### src/axil_pkg.sv
package axil_pkg;

  localparam int AXIL_ADDR_W = 16;
  localparam int AXIL_DATA_W = 32;
  localparam int AXIL_STRB_W = AXIL_DATA_W / 8;

  // response codes as they appear on bresp and rresp
  localparam logic [1:0] RESP_OKAY   = 2'b00;
  localparam logic [1:0] RESP_SLVERR = 2'b10;
  localparam logic [1:0] RESP_DECERR = 2'b11;

  // write address channel
  typedef struct packed {
    logic [AXIL_ADDR_W-1:0] addr;
  } axil_aw_t;

  // write data channel, one strobe bit per byte lane
  typedef struct packed {
    logic [AXIL_DATA_W-1:0] data;
    logic [AXIL_STRB_W-1:0] strb;
  } axil_w_t;

  // write response channel
  typedef struct packed {
    logic [1:0] resp;
  } axil_b_t;

  // read address channel
  typedef struct packed {
    logic [AXIL_ADDR_W-1:0] addr;
  } axil_ar_t;

  // read data channel
  typedef struct packed {
    logic [AXIL_DATA_W-1:0] data;
    logic [1:0]             resp;
  } axil_r_t;

endpackage

### src/regmap_pkg.sv
package regmap_pkg;

  import axil_pkg::*;

  localparam int NUM_BANKS     = 3;
  localparam int SEL_W         = 2;
  localparam int SUB_ADDR_W    = AXIL_ADDR_W - SEL_W;
  localparam int REGS_PER_BANK = 8;
  localparam int REG_IDX_W     = 3;
  localparam int REG_IDX_LSB   = 2;

  // the select field can name banks that are not there
  localparam bit NEED_RANGE_CHECK = (1 << SEL_W) > NUM_BANKS;

  // bank number taken from the top of the address
  function automatic logic [SEL_W-1:0] addr_sel(input logic [AXIL_ADDR_W-1:0] addr);
    return addr[AXIL_ADDR_W-1 -: SEL_W];
  endfunction

  // address as a bank sees it, with the select bits zeroed
  function automatic logic [AXIL_ADDR_W-1:0] addr_strip(input logic [AXIL_ADDR_W-1:0] addr);
    return {{SEL_W{1'b0}}, addr[SUB_ADDR_W-1:0]};
  endfunction

  function automatic logic [REG_IDX_W-1:0] addr_reg_idx(input logic [AXIL_ADDR_W-1:0] addr);
    return addr[REG_IDX_LSB +: REG_IDX_W];
  endfunction

  // true when the word offset inside the bank hits a real register
  function automatic logic addr_in_bank(input logic [AXIL_ADDR_W-1:0] addr);
    return addr[SUB_ADDR_W-1:REG_IDX_LSB] < REGS_PER_BANK;
  endfunction

endpackage

### src/axil_skidbuf.sv
`timescale 1ns/1ps

// two-entry skid buffer so that o_ready comes straight from a flop
// while still passing one item per cycle
module axil_skidbuf import axil_pkg::*; #(
  parameter type T = axil_b_t
) (
  input  logic clk,
  input  logic rst_n,
  input  logic i_valid,
  input  T     i_data,
  output logic o_ready,
  output logic o_valid,
  output T     o_data,
  input  logic i_ready
);

  logic skid_valid;
  T     skid_data;
  logic take_in;
  logic out_free;

  // ready drops only once the output and the skid entry both hold an item
  assign o_ready  = !skid_valid;
  assign take_in  = i_valid && o_ready;
  assign out_free = !o_valid || i_ready;

  always_ff @(posedge clk) begin
    if (rst_n) begin
      o_valid    <= 1'b0;
      skid_valid <= 1'b0;
    end else if (out_free) begin
      o_valid    <= skid_valid || take_in;
      skid_valid <= 1'b0;
    end else if (take_in) begin
      skid_valid <= 1'b1;
    end
  end

  // with the skid entry full no input is taken, so the two loads never collide
  always_ff @(posedge clk) begin
    if (out_free) begin
      if (skid_valid) begin
        o_data <= skid_data;
      end else if (take_in) begin
        o_data <= i_data;
      end
    end
    if (take_in && !out_free) begin
      skid_data <= i_data;
    end
  end

  a_hold_stable : assert property (@(posedge clk) disable iff (rst_n)
    o_valid && !i_ready |=> o_valid && $stable(o_data));

endmodule

### src/axil_router_wr.sv
`timescale 1ns/1ps

// routes one write at a time from the manager port to one bank
// the next write is not taken until the manager has the response of this one
module axil_router_wr
  import axil_pkg::*;
  import regmap_pkg::*;
(
  input  logic                       clk,
  input  logic                       rst_n,
  input  logic                       i_aw_valid,
  input  axil_aw_t                   i_aw,
  output logic                       o_aw_ready,
  input  logic                       i_w_valid,
  input  axil_w_t                    i_w,
  output logic                       o_w_ready,
  output logic                       o_b_valid,
  output axil_b_t                    o_b,
  input  logic                       i_b_ready,
  output logic     [NUM_BANKS-1:0]   o_m_aw_valid,
  output axil_aw_t [NUM_BANKS-1:0]   o_m_aw,
  input  logic     [NUM_BANKS-1:0]   i_m_aw_ready,
  output logic     [NUM_BANKS-1:0]   o_m_w_valid,
  output axil_w_t  [NUM_BANKS-1:0]   o_m_w,
  input  logic     [NUM_BANKS-1:0]   i_m_w_ready,
  input  logic     [NUM_BANKS-1:0]   i_m_b_valid,
  input  axil_b_t  [NUM_BANKS-1:0]   i_m_b,
  output logic     [NUM_BANKS-1:0]   o_m_b_ready
);

  logic                      active;
  logic                      active_next;
  logic                      err;
  logic                      err_next;
  logic [SEL_W-1:0]          sel;
  logic [SEL_W-1:0]          sel_next;

  logic                      sb_aw_valid;
  axil_aw_t                  sb_aw;
  logic                      sb_aw_ready;
  logic                      sb_w_valid;
  axil_w_t                   sb_w;
  logic                      sb_w_ready;
  logic                      sb_b_valid;
  axil_b_t                   sb_b;
  logic                      sb_b_ready;

  logic     [NUM_BANKS-1:0]  sb_m_b_valid;
  axil_b_t  [NUM_BANKS-1:0]  sb_m_b;
  logic     [NUM_BANKS-1:0]  sb_m_b_ready;

  logic     [NUM_BANKS-1:0]  aw_valid_next;
  axil_aw_t [NUM_BANKS-1:0]  aw_next;
  logic     [NUM_BANKS-1:0]  w_valid_next;
  axil_w_t  [NUM_BANKS-1:0]  w_next;

  axil_skidbuf #(.T(axil_aw_t)) u_aw_sb (
    .clk(clk), .rst_n(rst_n),
    .i_valid(i_aw_valid), .i_data(i_aw), .o_ready(o_aw_ready),
    .o_valid(sb_aw_valid), .o_data(sb_aw), .i_ready(sb_aw_ready)
  );

  axil_skidbuf #(.T(axil_w_t)) u_w_sb (
    .clk(clk), .rst_n(rst_n),
    .i_valid(i_w_valid), .i_data(i_w), .o_ready(o_w_ready),
    .o_valid(sb_w_valid), .o_data(sb_w), .i_ready(sb_w_ready)
  );

  axil_skidbuf #(.T(axil_b_t)) u_b_sb (
    .clk(clk), .rst_n(rst_n),
    .i_valid(sb_b_valid), .i_data(sb_b), .o_ready(sb_b_ready),
    .o_valid(o_b_valid), .o_data(o_b), .i_ready(i_b_ready)
  );

  for (genvar i = 0; i < NUM_BANKS; i++) begin : gen_m_b_sb
    axil_skidbuf #(.T(axil_b_t)) u_m_b_sb (
      .clk(clk), .rst_n(rst_n),
      .i_valid(i_m_b_valid[i]), .i_data(i_m_b[i]), .o_ready(o_m_b_ready[i]),
      .o_valid(sb_m_b_valid[i]), .o_data(sb_m_b[i]), .i_ready(sb_m_b_ready[i])
    );
  end

  always_comb begin
    active_next   = active;
    err_next      = err;
    sel_next      = sel;
    aw_valid_next = o_m_aw_valid & ~i_m_aw_ready;
    w_valid_next  = o_m_w_valid & ~i_m_w_ready;
    aw_next       = o_m_aw;
    w_next        = o_m_w;
    sb_aw_ready   = 1'b0;
    sb_w_ready    = 1'b0;

    if (!active) begin
      // address and data are taken together so the bank sees them as a pair
      if (sb_aw_valid && sb_w_valid) begin
        active_next = 1'b1;
        sel_next    = addr_sel(sb_aw.addr);
        sb_aw_ready = 1'b1;
        sb_w_ready  = 1'b1;
        if (NEED_RANGE_CHECK && sel_next >= SEL_W'(NUM_BANKS)) begin
          err_next = 1'b1;
        end else begin
          aw_valid_next[sel_next]  = 1'b1;
          aw_next[sel_next].addr   = addr_strip(sb_aw.addr);
          w_valid_next[sel_next]   = 1'b1;
          w_next[sel_next]         = sb_w;
        end
      end
    end else if (o_b_valid && i_b_ready) begin
      active_next = 1'b0;
      err_next    = 1'b0;
    end
  end

  // once the response sits in the output buffer nothing more is pushed
  always_comb begin
    sb_m_b_ready = '0;
    sb_b_valid   = 1'b0;
    sb_b         = '{resp: RESP_DECERR};
    if (active && !o_b_valid) begin
      if (err) begin
        sb_b_valid = 1'b1;
      end else begin
        sb_b_valid        = sb_m_b_valid[sel];
        sb_b              = sb_m_b[sel];
        sb_m_b_ready[sel] = sb_b_ready;
      end
    end
  end

  always_ff @(posedge clk) begin
    if (rst_n) begin
      active       <= 1'b0;
      err          <= 1'b0;
      o_m_aw_valid <= '0;
      o_m_w_valid  <= '0;
    end else begin
      active       <= active_next;
      err          <= err_next;
      o_m_aw_valid <= aw_valid_next;
      o_m_w_valid  <= w_valid_next;
    end
  end

  always_ff @(posedge clk) begin
    sel    <= sel_next;
    o_m_aw <= aw_next;
    o_m_w  <= w_next;
  end

  a_bank_valid_active : assert property (@(posedge clk) disable iff (rst_n)
    (|o_m_aw_valid || |o_m_w_valid) |-> active);

  a_one_bank_aw : assert property (@(posedge clk) disable iff (rst_n)
    $onehot0(o_m_aw_valid));

endmodule

### src/axil_router_rd.sv
`timescale 1ns/1ps

// routes one read at a time from the manager port to one bank
// a bank number with nothing behind it reads as zero with DECERR
module axil_router_rd
  import axil_pkg::*;
  import regmap_pkg::*;
(
  input  logic                       clk,
  input  logic                       rst_n,
  input  logic                       i_ar_valid,
  input  axil_ar_t                   i_ar,
  output logic                       o_ar_ready,
  output logic                       o_r_valid,
  output axil_r_t                    o_r,
  input  logic                       i_r_ready,
  output logic     [NUM_BANKS-1:0]   o_m_ar_valid,
  output axil_ar_t [NUM_BANKS-1:0]   o_m_ar,
  input  logic     [NUM_BANKS-1:0]   i_m_ar_ready,
  input  logic     [NUM_BANKS-1:0]   i_m_r_valid,
  input  axil_r_t  [NUM_BANKS-1:0]   i_m_r,
  output logic     [NUM_BANKS-1:0]   o_m_r_ready
);

  logic                      active;
  logic                      active_next;
  logic                      err;
  logic                      err_next;
  logic [SEL_W-1:0]          sel;
  logic [SEL_W-1:0]          sel_next;

  logic                      sb_ar_valid;
  axil_ar_t                  sb_ar;
  logic                      sb_ar_ready;
  logic                      sb_r_valid;
  axil_r_t                   sb_r;
  logic                      sb_r_ready;

  logic     [NUM_BANKS-1:0]  sb_m_r_valid;
  axil_r_t  [NUM_BANKS-1:0]  sb_m_r;
  logic     [NUM_BANKS-1:0]  sb_m_r_ready;

  logic     [NUM_BANKS-1:0]  ar_valid_next;
  axil_ar_t [NUM_BANKS-1:0]  ar_next;

  axil_skidbuf #(.T(axil_ar_t)) u_ar_sb (
    .clk(clk), .rst_n(rst_n),
    .i_valid(i_ar_valid), .i_data(i_ar), .o_ready(o_ar_ready),
    .o_valid(sb_ar_valid), .o_data(sb_ar), .i_ready(sb_ar_ready)
  );

  axil_skidbuf #(.T(axil_r_t)) u_r_sb (
    .clk(clk), .rst_n(rst_n),
    .i_valid(sb_r_valid), .i_data(sb_r), .o_ready(sb_r_ready),
    .o_valid(o_r_valid), .o_data(o_r), .i_ready(i_r_ready)
  );

  for (genvar i = 0; i < NUM_BANKS; i++) begin : gen_m_r_sb
    axil_skidbuf #(.T(axil_r_t)) u_m_r_sb (
      .clk(clk), .rst_n(rst_n),
      .i_valid(i_m_r_valid[i]), .i_data(i_m_r[i]), .o_ready(o_m_r_ready[i]),
      .o_valid(sb_m_r_valid[i]), .o_data(sb_m_r[i]), .i_ready(sb_m_r_ready[i])
    );
  end

  always_comb begin
    active_next   = active;
    err_next      = err;
    sel_next      = sel;
    ar_valid_next = o_m_ar_valid & ~i_m_ar_ready;
    ar_next       = o_m_ar;
    sb_ar_ready   = 1'b0;

    if (!active) begin
      if (sb_ar_valid) begin
        active_next = 1'b1;
        sel_next    = addr_sel(sb_ar.addr);
        sb_ar_ready = 1'b1;
        if (NEED_RANGE_CHECK && sel_next >= SEL_W'(NUM_BANKS)) begin
          err_next = 1'b1;
        end else begin
          ar_valid_next[sel_next] = 1'b1;
          ar_next[sel_next].addr  = addr_strip(sb_ar.addr);
        end
      end
    end else if (o_r_valid && i_r_ready) begin
      active_next = 1'b0;
      err_next    = 1'b0;
    end
  end

  always_comb begin
    sb_m_r_ready = '0;
    sb_r_valid   = 1'b0;
    sb_r         = '{data: '0, resp: RESP_DECERR};
    if (active && !o_r_valid) begin
      if (err) begin
        sb_r_valid = 1'b1;
      end else begin
        sb_r_valid        = sb_m_r_valid[sel];
        sb_r              = sb_m_r[sel];
        sb_m_r_ready[sel] = sb_r_ready;
      end
    end
  end

  always_ff @(posedge clk) begin
    if (rst_n) begin
      active       <= 1'b0;
      err          <= 1'b0;
      o_m_ar_valid <= '0;
    end else begin
      active       <= active_next;
      err          <= err_next;
      o_m_ar_valid <= ar_valid_next;
    end
  end

  always_ff @(posedge clk) begin
    sel    <= sel_next;
    o_m_ar <= ar_next;
  end

  a_bank_ar_active : assert property (@(posedge clk) disable iff (rst_n)
    |o_m_ar_valid |-> active);

endmodule

### src/axil_reg_bank.sv
`timescale 1ns/1ps

// a bank of byte-writable registers behind an AXI-Lite subordinate port
module axil_reg_bank
  import axil_pkg::*;
  import regmap_pkg::*;
(
  input  logic     clk,
  input  logic     rst_n,
  input  logic     i_aw_valid,
  input  axil_aw_t i_aw,
  output logic     o_aw_ready,
  input  logic     i_w_valid,
  input  axil_w_t  i_w,
  output logic     o_w_ready,
  output logic     o_b_valid,
  output axil_b_t  o_b,
  input  logic     i_b_ready,
  input  logic     i_ar_valid,
  input  axil_ar_t i_ar,
  output logic     o_ar_ready,
  output logic     o_r_valid,
  output axil_r_t  o_r,
  input  logic     i_r_ready
);

  logic [REGS_PER_BANK-1:0][AXIL_DATA_W-1:0] regs;
  logic                                      wr_fire;
  logic                                      wr_hit;
  logic [REG_IDX_W-1:0]                      wr_idx;
  logic                                      rd_fire;
  logic                                      rd_hit;
  logic [REG_IDX_W-1:0]                      rd_idx;

  // address and data go in together, and only with no write response waiting
  assign wr_fire    = i_aw_valid && i_w_valid && !o_b_valid;
  assign o_aw_ready = wr_fire;
  assign o_w_ready  = wr_fire;
  assign wr_hit     = addr_in_bank(i_aw.addr);
  assign wr_idx     = addr_reg_idx(i_aw.addr);

  assign rd_fire    = i_ar_valid && !o_r_valid;
  assign o_ar_ready = !o_r_valid;
  assign rd_hit     = addr_in_bank(i_ar.addr);
  assign rd_idx     = addr_reg_idx(i_ar.addr);

  // an offset past the last register leaves every register unchanged
  always_ff @(posedge clk) begin
    if (rst_n) begin
      regs <= '0;
    end else if (wr_fire && wr_hit) begin
      for (int b = 0; b < AXIL_STRB_W; b++) begin
        if (i_w.strb[b]) begin
          regs[wr_idx][8*b +: 8] <= i_w.data[8*b +: 8];
        end
      end
    end
  end

  always_ff @(posedge clk) begin
    if (rst_n) begin
      o_b_valid <= 1'b0;
      o_r_valid <= 1'b0;
    end else begin
      if (wr_fire) begin
        o_b_valid <= 1'b1;
      end else if (i_b_ready) begin
        o_b_valid <= 1'b0;
      end
      if (rd_fire) begin
        o_r_valid <= 1'b1;
      end else if (i_r_ready) begin
        o_r_valid <= 1'b0;
      end
    end
  end

  always_ff @(posedge clk) begin
    if (wr_fire) begin
      o_b.resp <= wr_hit ? RESP_OKAY : RESP_SLVERR;
    end
    if (rd_fire) begin
      o_r.data <= rd_hit ? regs[rd_idx] : '0;
      o_r.resp <= rd_hit ? RESP_OKAY : RESP_SLVERR;
    end
  end

  a_b_held : assert property (@(posedge clk) disable iff (rst_n)
    o_b_valid && !i_b_ready |=> o_b_valid && $stable(o_b));

endmodule

### src/axil_reg_hub.sv
`timescale 1ns/1ps

// debug register hub with one manager port and NUM_BANKS register banks
module axil_reg_hub
  import axil_pkg::*;
  import regmap_pkg::*;
(
  input  logic     clk,
  input  logic     rst_n,
  input  logic     i_aw_valid,
  input  axil_aw_t i_aw,
  output logic     o_aw_ready,
  input  logic     i_w_valid,
  input  axil_w_t  i_w,
  output logic     o_w_ready,
  output logic     o_b_valid,
  output axil_b_t  o_b,
  input  logic     i_b_ready,
  input  logic     i_ar_valid,
  input  axil_ar_t i_ar,
  output logic     o_ar_ready,
  output logic     o_r_valid,
  output axil_r_t  o_r,
  input  logic     i_r_ready
);

  logic     [NUM_BANKS-1:0] bk_aw_valid;
  logic     [NUM_BANKS-1:0] bk_aw_ready;
  axil_aw_t [NUM_BANKS-1:0] bk_aw;
  logic     [NUM_BANKS-1:0] bk_w_valid;
  logic     [NUM_BANKS-1:0] bk_w_ready;
  axil_w_t  [NUM_BANKS-1:0] bk_w;
  logic     [NUM_BANKS-1:0] bk_b_valid;
  logic     [NUM_BANKS-1:0] bk_b_ready;
  axil_b_t  [NUM_BANKS-1:0] bk_b;
  logic     [NUM_BANKS-1:0] bk_ar_valid;
  logic     [NUM_BANKS-1:0] bk_ar_ready;
  axil_ar_t [NUM_BANKS-1:0] bk_ar;
  logic     [NUM_BANKS-1:0] bk_r_valid;
  logic     [NUM_BANKS-1:0] bk_r_ready;
  axil_r_t  [NUM_BANKS-1:0] bk_r;

  axil_router_wr u_router_wr (
    .clk(clk), .rst_n(rst_n),
    .i_aw_valid(i_aw_valid), .i_aw(i_aw), .o_aw_ready(o_aw_ready),
    .i_w_valid(i_w_valid), .i_w(i_w), .o_w_ready(o_w_ready),
    .o_b_valid(o_b_valid), .o_b(o_b), .i_b_ready(i_b_ready),
    .o_m_aw_valid(bk_aw_valid), .o_m_aw(bk_aw), .i_m_aw_ready(bk_aw_ready),
    .o_m_w_valid(bk_w_valid), .o_m_w(bk_w), .i_m_w_ready(bk_w_ready),
    .i_m_b_valid(bk_b_valid), .i_m_b(bk_b), .o_m_b_ready(bk_b_ready)
  );

  axil_router_rd u_router_rd (
    .clk(clk), .rst_n(rst_n),
    .i_ar_valid(i_ar_valid), .i_ar(i_ar), .o_ar_ready(o_ar_ready),
    .o_r_valid(o_r_valid), .o_r(o_r), .i_r_ready(i_r_ready),
    .o_m_ar_valid(bk_ar_valid), .o_m_ar(bk_ar), .i_m_ar_ready(bk_ar_ready),
    .i_m_r_valid(bk_r_valid), .i_m_r(bk_r), .o_m_r_ready(bk_r_ready)
  );

  for (genvar i = 0; i < NUM_BANKS; i++) begin : gen_bank
    axil_reg_bank u_bank (
      .clk(clk), .rst_n(rst_n),
      .i_aw_valid(bk_aw_valid[i]), .i_aw(bk_aw[i]), .o_aw_ready(bk_aw_ready[i]),
      .i_w_valid(bk_w_valid[i]), .i_w(bk_w[i]), .o_w_ready(bk_w_ready[i]),
      .o_b_valid(bk_b_valid[i]), .o_b(bk_b[i]), .i_b_ready(bk_b_ready[i]),
      .i_ar_valid(bk_ar_valid[i]), .i_ar(bk_ar[i]), .o_ar_ready(bk_ar_ready[i]),
      .o_r_valid(bk_r_valid[i]), .o_r(bk_r[i]), .i_r_ready(bk_r_ready[i])
    );
  end

endmodule

### config.mk
export PLATFORM = sky130hd
export DESIGN_NAME = axil_reg_hub
export DESIGN_NICKNAME = d
export VERILOG_FILES = /design/src/axil_pkg.sv /design/src/regmap_pkg.sv /design/src/axil_skidbuf.sv /design/src/axil_router_wr.sv /design/src/axil_router_rd.sv /design/src/axil_reg_bank.sv /design/src/axil_reg_hub.sv
export SDC_FILE = /design/constraint.sdc
export NUM_CORES = 2
export LEC_CHECK = 0
export ABC_AREA = 1
export BUFFER_PORTS_ARGS = -buffer_cell sky130_fd_sc_hd__buf_2
export CORE_UTILIZATION = 30
export DETAILED_ROUTE_END_ITERATION = 10
export PLACE_DENSITY = 0.48
export SKIP_CTS_REPAIR_TIMING = 1
export SLEW_MARGIN = 40
export SYNTH_ARGS = -nofsm -noshare
export SYNTH_HDL_FRONTEND = slang
export SYNTH_SLANG_ARGS = --single-unit
### constraint.sdc
create_clock -name clk -period 5.3 [get_ports clk]
set_clock_uncertainty 0.1 [all_clocks]
set_input_delay 0.265 -clock clk [delete_from_list [all_inputs] [get_ports clk]]
set_output_delay 0.265 -clock clk [all_outputs]
set_load 0.1 [all_outputs]
==> out/results.ini <==
[run_status]
outcome = finished clean

[sta]
finalCritPeriodShare_pct = 53.3
fmax_mhz = 354
worst_pin_slew_ns = 1.14
period_minus_slack_ns = 2.82
rsz0062_at_grt = false
finalSetupTns_ns = 0
timing.slew.headroom_pct = 24.0
hold_viol = 0
maxSlewViolCount = 0
setup_viol = 0

[setup_path]
worstSetupPathType = reg -> out
path_cells = inv_1 -> buf_2
critPathSlowestCell = dfxtp_1
cp.required_ns = 4.93
reg2regPathDepth = 8
cp.arrival_ns = 2.46
critical-path-max-stage-delay_ns = 0.73
r2r_end = gen_bank[1].u_bank.regs[117]
worstReg2RegStart = u_router_wr.o_m_aw[28]
crit_family = buffers and inverters
cp-start-kind = register
cp_num_buf_inv = 2
crit_path_end_kind = output port
critical_path.max_fanout = 16
r2r_slack_ns = 2.57

[drt]
first_iter_violations = 4556
vias = 56300
avgViaCountPerCell = 4.59
drtAntennaViolNets = 0
post_drt_wl_per_cell_um = 17.6
drc = 0
wirelength_um = 216000
drt_first_pass_iters = 5

[synthesis]
syn_area_um2 = 70500
yosysWarnings = 0
yosys.area.top_type_share_pct = 29.4
netlist_top_cells_count = nand2_1 (2139), inv_1 (1720), nor2_1 (923)
ys_types = 32
avgSynthCellArea_um2 = 7.87
ys.flop_type = dfxtp_1
yosysMostFrequentCell = nand2_1
yosys.area.top_type = edfxtp_1
synth-seq-cells = 1499
syn_inst = 8956
async_reset_ff_share_pct = 0
seq_area_frac_synth_pct = 52.4
synth_area_leaders = edfxtp_1 (29%), dfxtp_1 (23%), nand2_1 (11%)
synth_edf_count = 690

[clock_network]
cts_tree = done
clk_latency_ns = 0.83
clkSlewWorstSetupHoldPaths_ns = 0.06
cts_root_buf = clkbuf_16
cts_buffer_depth = 3
cts_max_level = 4
numCtsBuffers = 173
cts.sinks = 1499

[power]
powerDensity_nw_per_um2 = 315
irDropWorstVdd_mv = 0.302
total_power_uw = 25400
leakage_uw = 0.0323

[worst_hold_path]
min_to = u_router_rd.u_ar_sb.skid_data[4]
worstHoldPathType = in -> reg
holdPathStages = 2
hold_start = i_ar[4]

[grt]
grt-ovfl-total = 0
grt_max_degree = 193
antenna_found_initial = 26
track_usage_pct = 17.9
grt_pass1_vias = 51700
grt_pass1_wl_um = 325000

[placed_design]
routabilityCongestion = 0.815
place_hpwl_um = 137000
portBuffers = 111
dpl.cell_count = 11900

[layout]
final_cells = 12300
fillCellCount = 24300
fin_util_pct = 34.6
nNetsFinal = 9048
area_growth_pct = 14.5
post_route_cells_drive_above_1_share_pct = 8.69

[floorplan]
core-area_um2 = 233000
row_count = 177
dieArea_um2 = 237000
die_x_um = 487
die_h_um = 487
initial_utilization_pct = 30.2
io_pins = 116

[job]
drv_cap = 0

[through the flow]
| stage | hold WS (ns) | setup slack (ns) | cell area [um2] |
|---|---|---|---|
| 2_1_floorplan | 0.264 | 0.778 | 70600 |
| 3_3_place_gp | 0.333 | 2.28 | 73800 |
| 3_5_place_dp | 0.332 | 2.59 | 74100 |
| 4_1_cts | -0.563 | 2.32 | 79900 |
| 5_1_grt | 0.0314 | 2.26 | 80700 |
| 6_report | 0.0618 | 2.48 | 80700 |
[how the worst max path moves through the flow]
stage / startpoint / end / slack (ns) / depth (start not counted)
after floorplan: u_router_rd.u_r_sb.o_valid / u_router_rd.gen_m_r_sb[1].u_m_r_sb.skid_data[10] / 0.78 / 6
after global placement: u_router_rd.sel[0] / u_router_rd.u_r_sb.o_data[29] / 2.28 / 5
after detailed placement: u_router_wr.o_m_aw[28] / gen_bank[1].u_bank.regs[60] / 2.59 / 8
after CTS: u_router_wr.u_aw_sb.skid_valid / o_aw_ready / 2.32 / 2
after global routing: u_router_wr.u_aw_sb.skid_valid / o_aw_ready / 2.26 / 2
final: u_router_wr.u_aw_sb.skid_valid / o_aw_ready / 2.48 / 2
[power by group]
part | leakage (uW) | switching, uW | internal [uW]
registers | 0.0127 | 173 | 12200
clock network | 0.00279 | 5130 | 7080
logic | 0.0168 | 602 | 248
[layout by cell type, fill, tap and decap left out, types with 7 or more instances in the layout]
cell,instances
clkbuf_1,47
diode_2,8
clkbuf_8,9
clkinvlp_4,8
nand2_1,2139
mux2_2,69
nand3_1,158
a21oi_1,414
clkbuf_16,174
dfxtp_1,808
clkinv_2,24
bufinv_16,17
dlygate4sd3_1,70
nand3_2,68
clkinv_8,7
nand3_4,35
clkinv_1,27
or2_2,9
inv_2,16
inv_1,1716
o21ai_0,426
buf_8,9
buf_12,19
nand4_1,770
nor3_1,101
nor2_1,916
buf_4,63
buf_6,7
buf_2,111
conb_1,36
nor2_2,100
edfxtp_1,690
[flip-flops by register name, indices dropped and copies added, names as in the netlist, 14 cells and up]
signal	cells
u_router_wr.u_aw_sb.skid_data	14
u_router_wr.o_m_aw	36
u_router_wr.o_m_w	108
u_router_rd.u_ar_sb.o_data	14
u_router_rd.o_m_ar	36
u_router_rd.u_r_sb.skid_data	34
u_router_wr.u_w_sb.skid_data	36
u_router_rd.gen_m_r_sb.u_m_r_sb.o_data	99
u_router_wr.u_aw_sb.o_data	14
u_router_rd.u_ar_sb.skid_data	14
u_router_rd.gen_m_r_sb.u_m_r_sb.skid_data	99
u_router_wr.u_w_sb.o_data	36
gen_bank.u_bank.regs	768
u_router_rd.u_r_sb.o_data	34
gen_bank.u_bank.o_r	99
[area by class of cell]
cell class	instances	area (um2)	share of cell area (%)
clock buffers	230	4650	5.77
clock inverters	97	1140	1.41
well taps	3132	3920	4.86
repair buffers	283	2430	3.02
flip-flops and latches	1499	36900	45.7
multi-input cells	5275	25100	31.1
diodes	8	20.0	0.0248
inverters	1741	6560	8.13
[logic make-up (layout without fill, tap and decap cells)]
kind of cell    Yosys count  count (layout)  synth area share (%)
simple gates           4317            4317                  28.0
mux                      69              69                  1.10
other cells               1              44               0.00532
buf+inv                2217            2351                  12.4
compound gates          853             853                  6.09
flops                  1499            1499                  52.4
[routing by layer]
| metal | routed length [um] | track usage (%) |
|---|---|---|
| met1 | 103000 | 25.7 |
| met2 | 95600 | 27.3 |
| met3 | 11400 | 2.57 |
| met4 | 5930 | 5.87 |
| met5 | 53 | 0 |
Power figures use the tool's default switching activity.
